**config.mk**
```make
export PLATFORM = sky130hd
export DESIGN_NAME = ldp_addr_gen
export DESIGN_NICKNAME = d
export VERILOG_FILES = /design/src/ldp_cfg_pkg.sv /design/src/ldp_axi_pkg.sv /design/src/ldp_addr_gen.sv
export SDC_FILE = /design/constraint.sdc
export NUM_CORES = 1
export LEC_CHECK = 0
export BUFFER_PORTS_ARGS = -buffer_cell sky130_fd_sc_hd__buf_2
export CAP_MARGIN = 10
export CORE_AREA = 2 2 290 292
export DETAILED_ROUTE_END_ITERATION = 10
export DIE_AREA = 0 0 292 294
export SETUP_SLACK_MARGIN = 0.3
export SLEW_MARGIN = 30
export SYNTH_ARGS = -nofsm -noshare
export SYNTH_HDL_FRONTEND = slang
export SYNTH_SLANG_ARGS = --single-unit
```
**constraint.sdc**
```tcl
create_clock -name clk -period 15.6 [get_ports clk]
set_input_delay 0.78 -clock clk [delete_from_list [all_inputs] [get_ports clk]]
set_output_delay 0.78 -clock clk [all_outputs]
set_load 0.03 [all_outputs]
```
**src/ldp_cfg_pkg.sv**
```systemverilog
// Run-time configuration of the host-RAM frame writer
// Software programs the buffer layout here before it releases reset

`default_nettype none

package ldp_cfg_pkg;

    // A host byte address, or a byte size within host memory
    typedef logic [63:0] host_addr_t;

    // Buffer layout in host RAM, held static while resetn is high
    typedef struct packed {
        // Number of frame-data bursts that make up one frame
        logic [31:0] frame_bursts;
        // Both frame-data rings share one size
        host_addr_t  fd0_base;
        host_addr_t  fd1_base;
        host_addr_t  fd_ring_size;
        // The metadata rings receive identical copies at the same offset
        host_addr_t  md0_base;
        host_addr_t  md1_base;
        host_addr_t  md_ring_size;
        // Each frame ends with its count written to both of these
        host_addr_t  fc0_addr;
        host_addr_t  fc1_addr;
    } ldp_cfg_t;

endpackage

`default_nettype wire
```
**src/ldp_axi_pkg.sv**
```systemverilog
// AXI4 write-channel types and sequencer states for the frame writer
// The W beat is sized for the widest bus, narrower builds use the low bits

`default_nettype none

package ldp_axi_pkg;

    // Widest supported data bus
    localparam int MAX_DATA_W = 512;

    // Metadata beats captured and written per frame
    localparam int MD_BEATS = 2;

    // Write-address request, full-width incrementing burst assumed
    typedef struct packed {
        ldp_cfg_pkg::host_addr_t addr;
        // Beats in the burst minus one
        logic [7:0]              len;
        logic                    valid;
    } aw_req_t;

    // One write-data beat
    typedef struct packed {
        logic [MAX_DATA_W-1:0]   data;
        logic [MAX_DATA_W/8-1:0] strb;
        logic                    last;
        logic                    valid;
    } w_beat_t;

    // Walked once per frame by the AW sequencer
    typedef enum logic [2:0] {
        AW_FIRST_FD,
        AW_FD,
        AW_MD0,
        AW_MD1,
        AW_FC0,
        AW_FC1
    } aw_state_t;

    // Walked once per frame by the W sequencer
    typedef enum logic [2:0] {
        W_FIRST_FD,
        W_FD,
        W_MD00,
        W_MD01,
        W_MD10,
        W_MD11,
        W_FC0,
        W_FC1
    } w_state_t;

endpackage

`default_nettype wire

```
**src/ldp_addr_gen.sv**
```systemverilog
// Host address pointers for the frame writer
// Ping-pongs frame data between two rings and walks the shared metadata offset

`timescale 1ns/1ps
`default_nettype none

module ldp_addr_gen #(
    parameter int DATA_W           = 512,
    parameter int FD_BURST_BEATS   = 64,
    parameter int BURSTS_PER_GROUP = 4
) (
    input  wire                             clk,
    input  wire                             resetn,
    input  wire ldp_cfg_pkg::ldp_cfg_t      cfg,
    input  wire                             fd_adv,
    input  wire                             md_adv,
    output ldp_cfg_pkg::host_addr_t         fd_addr,
    output ldp_cfg_pkg::host_addr_t         md0_addr,
    output ldp_cfg_pkg::host_addr_t         md1_addr
);

    // Bytes moved by one burst of each kind
    localparam ldp_cfg_pkg::host_addr_t FD_BURST_BYTES = FD_BURST_BEATS * (DATA_W / 8);
    localparam ldp_cfg_pkg::host_addr_t MD_BURST_BYTES = ldp_axi_pkg::MD_BEATS * (DATA_W / 8);

    ldp_cfg_pkg::host_addr_t fd0_off;
    ldp_cfg_pkg::host_addr_t fd1_off;
    ldp_cfg_pkg::host_addr_t md_off;

    // Runs 1 to 2*BURSTS_PER_GROUP, the upper half selects ring 1
    logic [15:0] grp_cnt;
    logic        group_sel;

    // Step an offset by one burst, wrapping to zero at the ring size
    function automatic ldp_cfg_pkg::host_addr_t next_off(
        input ldp_cfg_pkg::host_addr_t off,
        input ldp_cfg_pkg::host_addr_t step,
        input ldp_cfg_pkg::host_addr_t size
    );
        ldp_cfg_pkg::host_addr_t sum;
        sum = off + step;
        return (sum >= size) ? '0 : sum;
    endfunction

    assign group_sel = (grp_cnt > BURSTS_PER_GROUP);

    assign fd_addr  = group_sel ? cfg.fd1_base + fd1_off : cfg.fd0_base + fd0_off;
    assign md0_addr = cfg.md0_base + md_off;
    assign md1_addr = cfg.md1_base + md_off;

    // ========================================
    // Frame-data pointers
    // ========================================
    always_ff @(posedge clk) begin
        if (!resetn) begin
            fd0_off <= '0;
            fd1_off <= '0;
            grp_cnt <= 16'd1;
        end else if (fd_adv) begin
            // Only the ring that took this burst moves on
            if (group_sel) begin
                fd1_off <= next_off(fd1_off, FD_BURST_BYTES, cfg.fd_ring_size);
            end else begin
                fd0_off <= next_off(fd0_off, FD_BURST_BYTES, cfg.fd_ring_size);
            end
            if (grp_cnt == 16'(2 * BURSTS_PER_GROUP)) begin
                grp_cnt <= 16'd1;
            end else begin
                grp_cnt <= grp_cnt + 16'd1;
            end
        end
    end

    // Metadata offset moves once per frame, after the last counter request
    always_ff @(posedge clk) begin
        if (!resetn) begin
            md_off <= '0;
        end else if (md_adv) begin
            md_off <= next_off(md_off, MD_BURST_BYTES, cfg.md_ring_size);
        end
    end

endmodule

`default_nettype wire

```
Word-level counts from Yosys, hierarchy flattened
Cells that the tools add are included.
{"block": "totals", "ff_bits": 208, "in_bits": 548, "out_inout_bits": 192, "elab_cells": 25}
{"block": "op_classes", "addsub": 8, "order_cmp": 4, "n_eq_ne": 1, "muxes": 5, "bitwise": 1, "reduce_logical": 2}
{"operator": "$add 64x64->64", "count": 4}
{"operator": "$mux 64", "count": 4}
{"operator": "$ge 64x64->1", "count": 3}
{"operator": "$add 64x13->64 const B", "count": 2}
{"operator": "$add 64x8->64 const B", "count": 1}
{"operator": "$add 16x1->16 const B", "count": 1}
{"operator": "$eq 16x4->1 const B", "count": 1}
{"operator": "$gt 16x3->1 const B", "count": 1}
{"operator": "$mux 16", "count": 1}
{"operator": "$reduce_and 2->1", "count": 2}
{"operator": "$not 1->1", "count": 1}

Logic depth before layout (Yosys ltp)
Gate-level depths: netlist of the first run.
{"block": "logic_depth", "depth_word": 3, "ltp_mapped": 26, "depth_no_buf": 22}

Least setup slack after synthesis of the first run
No wires, ideal clock.
{"block": "synth_timing", "kind": "reg2reg", "start": "register md_off[12]", "end": "register md_off[40]", "setup_time_ns": 0.074, "t_arrival_ns": 5.141, "required_time_ns": 15.526, "path_slack_ns": 10.384, "path_stages_with_launch": 25, "path_buffers": 4, "synth_period_minus_slack_ns": 5.216, "cell_sequence": "dfxtp_1 buf_4 and4_4 nand4_4 nor4_4 nand3_4 or3_4 or3_4 nor2_4 and4_4 xor2_1 ha_1 a21o_1 a21o_1 a21o_1 a21oi_1 nor2b_1 o21ai_0 o311a_1 clkbuf_1 and2_1 clkbuf_1 buf_1 o21ai_0 a31oi_1"}
{"block": "synth_between", "elab_chain_cells": 3}
{"element": "from (decl)", "line_no": "ldp_addr_gen.sv:28", "rtl": "ldp_cfg_pkg::host_addr_t md_off;"}
{"element": "from (signal assigned)", "line_no": "ldp_addr_gen.sv:79", "rtl": "md_off <= next_off(md_off, MD_BURST_BYTES, cfg.md_ring_size);"}
{"element": "$add 64x8->64 (*)", "line_no": "ldp_addr_gen.sv:41", "rtl": "sum = off + step;"}
{"element": "$ge 64x64->1", "line_no": "ldp_addr_gen.sv:42", "rtl": "return (sum >= size) ? '0 : sum;"}
{"element": "$mux 64 (*)", "line_no": "ldp_addr_gen.sv:42"}
Mark *: on every way between the ends. The rest lies on a longest branch, timed or not.
A chain may end at the register's enable or synchronous reset.

Worst setup path in the final report of the first run
{"block": "layout_timing", "start": "register fd1_off[13]", "end": "register fd1_off[34]"}
{"block": "layout_between", "elab_chain_cells": 3}
{"element": "from (decl)", "line_no": "ldp_addr_gen.sv:27", "rtl": "ldp_cfg_pkg::host_addr_t fd1_off;"}
{"element": "from (signal assigned)", "line_no": "ldp_addr_gen.sv:62", "rtl": "fd1_off <= next_off(fd1_off, FD_BURST_BYTES, cfg.fd_ring_size);"}
{"element": "$add 64x13->64 (*)", "line_no": "ldp_addr_gen.sv:41"}
{"element": "$ge 64x64->1", "line_no": "ldp_addr_gen.sv:42"}
{"element": "$mux 64 (*)", "line_no": "ldp_addr_gen.sv:42"}
Marks and branches as above.

==> results of run 1 <==
==> worst max-delay path by stage <==
stage / start / endpoint / slack (ns)
finish: fd1_off[13] / fd1_off[34] / 8.94
global route: fd1_off[17] / fd1_off[52] / 8.43
CTS: fd1_off[22] / fd1_off[44] / 8.76
detailed placement: fd1_off[22] / fd1_off[52] / 8.80
global placement: fd0_off[12] / fd0_off[14] / 8.77
floorplan: md_off[12] / md_off[40] / 10.38
==> layout make-up <==
cell class | instances | area [µm²]
Antenna cell | 4 | 10.0
Clock buffer | 17 | 425
Clock inverter | 15 | 196
Fill cell | 8912 | 53000
Inverter | 190 | 713
Multi-Input combinational cell | 2958 | 20700
Sequential cell | 177 | 3540
Tap cell | 1080 | 1350
Timing Repair Buffer | 564 | 2860
==> power groups by stage <==
stage / Clock (W) / Sequential (W) / Combinational, W
after floorplan: 0 / 0.000468 / 0.000278
after global placement: 0 / 0.000470 / 0.000455
after detailed placement: 0 / 0.000470 / 0.000455
after CTS: 0.000507 / 0.000460 / 0.000457
after global routing: 0.000518 / 0.000461 / 0.000491
final: 0.000489 / 0.000460 / 0.000458
==> Yosys cell counts (all sizes together), types with 41 or more instances <==
| master | number | share of area (%) |
|---|---|---|
| ha | 380 | 19 |
| nor3 | 41 | 0.80 |
| xor2 | 137 | 4.7 |
| nor2b | 120 | 2.9 |
| nor2 | 215 | 3.2 |
| xnor2 | 225 | 7.7 |
| a31oi | 57 | 1.4 |
| dfxtp | 177 | 14 |
| o21ai | 198 | 3.9 |
| nand3 | 110 | 2.2 |
| nand4 | 107 | 2.7 |
| nand2 | 314 | 4.6 |
| clkbuf | 141 | 2.1 |
| and3 | 52 | 1.3 |
| a21oi | 330 | 6.5 |
| inv | 190 | 2.8 |
| a21o | 209 | 6.1 |
==> cell families (layout without fill, tap and decap cells) <==
group                      after synthesis  count (layout)
AOI/OAI and AO/OA                     1085            1085
other                                    0               4
xor gates and xnor gates               362             362
and+or+nand+nor                       1125            1125
DFF                                    177             177
adders and majority gates              380             380
muxes                                    6               6
buffers and inverters                  352             786
==> worst register-to-register path, stage by stage (launching register included) <==
cell and delay (ns):
dfxtp_1 0.44, ha_1 0.29, nand3_1 0.15, nor2_1 0.23
nand3_1 0.27, nor2_1 0.31, nand3_1 0.34, nor3_1 0.58
nand3_1 0.37, nor2_1 0.35, nand2_1 0.14, xnor2_1 0.15
ha_1 0.18, a21o_1 0.17, a21o_1 0.19, a211oi_1 0.52
o31ai_1 0.16, nor4_1 0.27, a32oi_2 0.16, buf_4 0.25
and2b_1 0.24, buf_4 0.43, o21ai_0 0.20, a31oi_1 0.19
==> per-stage QoR <==
step / area (µm²) / instances / total power [W] / utilization [%]
finish: 29800 / 5005 / 0.00141 / 36.0
detailed placement: 29200 / 4969 / 0.000926 / 35.2
floorplan: 25600 / 3487 / 0.000747 / -
CTS: 29800 / 5001 / 0.00142 / 36.0
global placement: 29200 / 4969 / 0.000925 / 35.2
global route: 29800 / 5003 / 0.00147 / 36.0
==> per-layer routing <==
metal / global-route usage (%) / wire, µm / vias to the layer above / share of wire, %
met5: 0 / 47 / - / 0.046
met2: 41.8 / 50400 / 866 / 49
met4: 7.41 / 2970 / 6 / 2.9
li1: - / - / 13500 / -
met1: 27.4 / 43200 / 12700 / 42
met3: 3.89 / 6010 / 120 / 5.9
==> flip-flops by register name (all words and copies together), names as in the netlist <==
signal / cells
grp_cnt: 16
md_off: 57
fd0_off: 52
fd1_off: 52
==> results_dict.tcl, run 1 <==
set metrics [dict create \
    hold_depth 2 \
    hold_viol_final 0 \
    grt-ovfl-total 0 \
    syn_to_final_growth_pct 16.6 \
    syn_area_per_cell_um2 7.34 \
    crit_buf_inv 2 \
    clk_latency_ns 0.49 \
    std_cell_rows 106 \
    final_max_slew_viol_count 0 \
    postCtsSetupBuffers 0 \
    yosys-mux-area-fraction_pct 0.239 \
    synth-compound-area-share_pct 27.3 \
    worstSetupPathDepth 23 \
    cts_hold_buf 0 \
    yosys.area_share.adder_pct 18.6 \
    coreArea_um2 82900 \
    drt_wl_total_um 103000 \
    reg2reg_depth 23 \
    grt_pass1_vias 26100 \
    p_leak_nw 15.2 \
    cts.clk_slew.worst_paths_ns 0.08 \
    dp_hpwl_um 86400 \
    synthCells 3487 \
    synth_ff_type "dfxtp_1" \
    worst_pin_slew_ns 1.01 \
    swShare_pct 38.9 \
    layout_common_cells "buf_2 (550), ha_1 (380), a21oi_1 (328)" \
    synth_top_family_by_area "compound AO/OA/AOI/OAI gates" \
    slew_headroom_pct 32.5 \
    fmax_mhz 150 \
    r2r_start "fd1_off[13]" \
    drv_cap 0 \
    status "finished clean" \
    min_from "grp_cnt[15]" \
    r2r_slack_ns 8.94 \
    period_minus_slack_ns 6.66 \
    clock_sinks 177 \
    tritoncts "built" \
    cts_buffer_depth 2 \
    place.gp.congestion 0.951 \
    power.switching_w 0.000547 \
    htreeDepth 4 \
    holdPathEnd "grp_cnt[15]" \
    synth-xor-area-share_pct 12.4 \
    initial_core_util_pct 30.9 \
    yosys.area_share.simple_pct 22.4 \
    fin_crit_sh_pct 42.7 \
    clockPowerShare_pct 34.8 \
    synth_cell_types 89 \
    root_buffer "clkbuf_16" \
    rsz0062_at_grt "false" \
    timing.critical_path.mode_cell "nand3_1" \
    final_nets 4836 \
    pwr-share-comb_pct 32.5 \
    crit_required_ns 16.01 \
    die_w_um 292 \
    synth_fp_nets 4415 \
    drt_pass1_iterations 7 \
    drive_above_1_share_pct 16.6 \
    p_per_area_nw_per_um2 47.1 \
    pin_count 740 \
    layout.cells.most_common "buf_2" \
    synthArstFlopShare_pct 0 \
    ys_warn_count 0 \
    reg2reg_to "fd1_off[34]" \
    numCtsBuffers 17 \
    cpMaxStageDelayCell "nor3_1" \
    vias 27200 \
    ys_seq_area_share_pct 13.8 \
    fin_hold_ws_ns 0.488 \
    final.setup.tns_ns 0 \
    wl_per_cell_um 20.5 \
    max_stage_delay_ns 0.58 \
    dpl_worst_slack_ns 8.80 \
    arrival_ns 7.07 \
    path_cells "ha_1, nand3_1, nor2_1, nand3_1, nor2_1, nand3_1, nor3_1, nand3_1, nor2_1, nand2_1, xnor2_1, ha_1, a21o_1, a21o_1, a211oi_1, o31ai_1, nor4_1, a32oi_2, buf_4, and2b_1, buf_4, o21ai_0, a31oi_1" \
    synth_edf_count 0 \
    cts_repair_resize_count 0 \
    netlist_area_um2 25600 \
    die-area_um2 85800 \
    critPathKind "reg2reg" \
    seqPwrFrac_pct 32.7 \
    peakVddDrop_uv 74.0 \
    remaining_drc_errors 0 \
    detail-route-antenna-nets 0 \
    clock_skew_ns 0.0200 \
    drt-initial-drc-count 1550 \
    grt_pass1_wl_um 153000 \
    p_int_w 0.000859 \
    grt.total_usage_pct 23.0 \
    grt_max_degree 68 \
    cp-end-kind "register" \
    worstPathMaxFanout 52 \
    via_per_inst 5.43 \
    die_h_um 294 \
    crit_family "simple AND/OR/NAND/NOR gates" \
    setup_ws_ns 8.94 \
    port_buffers 551 \
    cp-start-kind "register" \
    yosys_register_bits 177 \
    worstHoldPathType "reg2reg" \
    setup_viol 0 \
    grt_antenna_before_repair 9 \
]
(Power assumes the default switching activity.)
==> run 2, diff against run 1 <==
Settings changed: ABC_AREA set to 1, CORE_AREA 2 2 290 292 to not set, CORE_MARGIN set to 2, CORE_UTILIZATION set to 35, DIE_AREA 0 0 292 294 to not set.
Clock period 15.6 ns to 6.9 ns, I/O delays scaled along.
==> run 2 against run 1 <==
Against the previous run:
- synthesized cell count rose by 77%
- sequential share of layout area fell by 2.5 points
- sequential cell count did not move
- worst hold slack got worse by 0.23 ns
- critical path depth fell by 4
- first-iteration DRC count rose by 130%
- area after synthesis rose by 29%
- cell count rose by 58%
- maximum frequency rose by 48%
- critical endpoint is now md_off[53]
- highest routed layer unchanged
==> results_dict.tcl, run 2 <==
set metrics [dict create \
    synth_cell_types 41 \
    tritoncts "built" \
    grt.total_usage_pct 32.7 \
    fin_hold_ws_ns 0.254 \
    clock_sinks 177 \
    die-area_um2 97000 \
    p_leak_nw 20.0 \
    drv_cap 0 \
    cts_buffer_depth 2 \
    dp_hpwl_um 145000 \
    timing.critical_path.mode_cell "nand2_1" \
    netlist_area_um2 33100 \
    ys_top_cells_by_count "nand2_1 (2,048), inv_1 (973), nor2_1 (732)" \
    ys_warn_count 0 \
    htreeDepth 4 \
    crit_required_ns 7.29 \
    cp-start-kind "register" \
    remaining_drc_errors 0 \
    grt_pass1_wl_um 239000 \
    crit_buf_inv 2 \
    synthCells 6176 \
    holdPathEnd "grp_cnt[14]" \
    synth_fp_nets 7104 \
    cts_hold_buf 0 \
    status "finished clean" \
    grt-ovfl-total 0 \
    cpMaxStageDelayCell "dfxtp_1" \
    std_cell_rows 112 \
    hold_viol_final 0 \
    port_buffers 551 \
    pin_count 740 \
    reg2reg_to "md_off[53]" \
    worst_pin_slew_ns 0.985 \
    layout_common_cells "nand2_1 (2,047), inv_1 (972), nor2_1 (731)" \
    wl_per_cell_um 20.8 \
    synthDominantCellAreaShare_pct 23.2 \
    drt-initial-drc-count 3591 \
    final.setup.tns_ns 0 \
    postCtsSetupBuffers 0 \
    stdcell_area_um2 37700 \
    dpl_worst_slack_ns 2.48 \
    cts_repair_resize_count 0 \
    min_from "fd_adv" \
    detail-route-antenna-nets 0 \
    drive_above_1_share_pct 9.64 \
    ys_seq_area_share_pct 10.7 \
    grt_antenna_before_repair 3 \
    synthArstFlopShare_pct 0 \
    slew_headroom_pct 34.3 \
    coreArea_um2 93500 \
    grt_pass1_vias 38300 \
    yosys_register_bits 177 \
    fin_crit_sh_pct 65.0 \
    synth_ff_type "dfxtp_1" \
    die_h_um 311 \
    worstHoldPathType "in2reg" \
    final_nets 7588 \
    setup_viol 0 \
    max_stage_delay_ns 0.62 \
    yosysMostFrequentCell "nand2_1" \
    reg.largest.list "md_off: 57 flops, fd0_off: 52 flops, fd1_off: 52 flops" \
    synth.area.top_cells "nand2_1 (23%), ha_1 (14%), inv_1 (11%), dfxtp_1 (11%), nor2_1 (8.3%)" \
    setup_ws_ns 2.41 \
    yosysTopAreaCell "nand2_1" \
    crit_family "simple AND/OR/NAND/NOR gates" \
    r2r_slack_ns 2.41 \
    worstPathMaxFanout 35 \
    cp-end-kind "register" \
    drt_pass1_iterations 8 \
    rsz0062_at_grt "false" \
    startpoint "md_off[7]" \
    drt_wl_total_um 165000 \
    initial_core_util_pct 35.4 \
    largest_reg_flops 57 \
    place.gp.congestion 1.04 \
    numCtsBuffers 17 \
    syn_area_per_cell_um2 5.36 \
    clk_latency_ns 0.47 \
    regMostFlops "md_off" \
    reg2reg_depth 19 \
    r2r_start "md_off[7]" \
    place_area_um2 37100 \
    fin_util_pct 40.3 \
    p_per_area_nw_per_um2 83.5 \
    critPathKind "reg2reg" \
    syn_to_final_growth_pct 14.0 \
    arrival_ns 4.88 \
    layout.cells.most_common "nand2_1" \
    period_minus_slack_ns 4.49 \
    final_max_slew_viol_count 0 \
    hold_depth 3 \
    via_per_inst 5.18 \
    clock_skew_ns 0.0166 \
    grt_max_degree 90 \
    cts.clk_slew.worst_paths_ns 0.08 \
    vias 41100 \
    synth_edf_count 0 \
    fmax_mhz 223 \
    peakVddDrop_uv 196 \
    root_buffer "clkbuf_16" \
    die_w_um 311 \
    path_cells "ha_1, inv_1, nor2_4, nand2_2, nor2_2, nand2_1, nor2_1, xor2_1, ha_1, a21oi_1, nand2_1, nand2_1, nand2_1, nand2_1, nand3_1, nor2_4, buf_4, nand3_1, a21oi_1" \
]
## run 2: cell count changes after synthesis, moves of 76 or more
cell and delta:
nor2b_1 -120, xnor2_1 -161, clkbuf_1 -76, inv_1 +783, a21o_1 -202, nand3_1 +383, nand2_1 +1734, a21oi_1 +184
nor2_1 +519
## run 2: area by class of cell
cell class / count / area, µm²
antenna: 1 / 2.50
tap: 1254 / 1570
multi-input combinational: 4927 / 25500
clock inverter: 14 / 145
fill: 10900 / 55800
inverter: 975 / 3660
sequential: 177 / 3540
timing repair buffer: 562 / 2860
clock buffer: 18 / 439
## run 2: how the worst max path moves through the flow
| stage | to | slack, ns | cells past startpoint |
|---|---|---|---|
| floorplan | md_off[35] | 3.95 | 22 |
| global placement | fd0_off[43] | 2.50 | 18 |
| detailed placement | fd1_off[46] | 2.48 | 19 |
| CTS | fd1_off[35] | 2.42 | 19 |
| global route | md_off[53] | 2.15 | 21 |
| finish | md_off[53] | 2.41 | 19 |
## run 2: report_power, final
part           leakage (nW)  total [W]  internal [W]  switching [W]
registers              1.43    0.00103       0.00102     0.00000895
logic                  18.2    0.00109      0.000306       0.000781
clock network         0.284    0.00103      0.000521       0.000506
total                  20.0    0.00315       0.00185        0.00130
## run 2: cells by family after synthesis
| group | synth area share (%) |
|---|---|
| AO/OA/AOI/OAI | 12.3 |
| XOR/XNOR | 6.29 |
| adder cells (fa/ha/maj) | 14.4 |
| buffers and inverters | 12.3 |
| flip-flops | 10.7 |
| AND/OR/NAND/NOR | 44.0 |
## run 2: stage by stage
stage,instances,power [W]
floorplan,6176,0.00167
global placement,7894,0.00212
detailed placement,7895,0.00213
CTS,7927,0.00315
global route,7928,0.00328
finish,7928,0.00315
## run 2: routing by layer
layer / vias up / GRT usage [%] / wire length (µm)
li1: 20600 / - / -
met1: 18600 / 40.3 / 68200
met2: 1563 / 55.9 / 76500
met3: 328 / 2.87 / 9410
met4: 2 / 18.2 / 10600
met5: - / 0 / 13
## run 2: worst reg2reg max path: stages (launching register included)
cell and delay (ns):
dfxtp_1 0.62, ha_1 0.30, inv_1 0.10, nor2_4 0.19
nand2_2 0.12, nor2_2 0.24, nand2_1 0.14, nor2_1 0.32
xor2_1 0.26, ha_1 0.29, a21oi_1 0.17, nand2_1 0.08
nand2_1 0.05, nand2_1 0.05, nand2_1 0.06, nand3_1 0.13
nor2_4 0.50, buf_4 0.49, nand3_1 0.15, a21oi_1 0.18
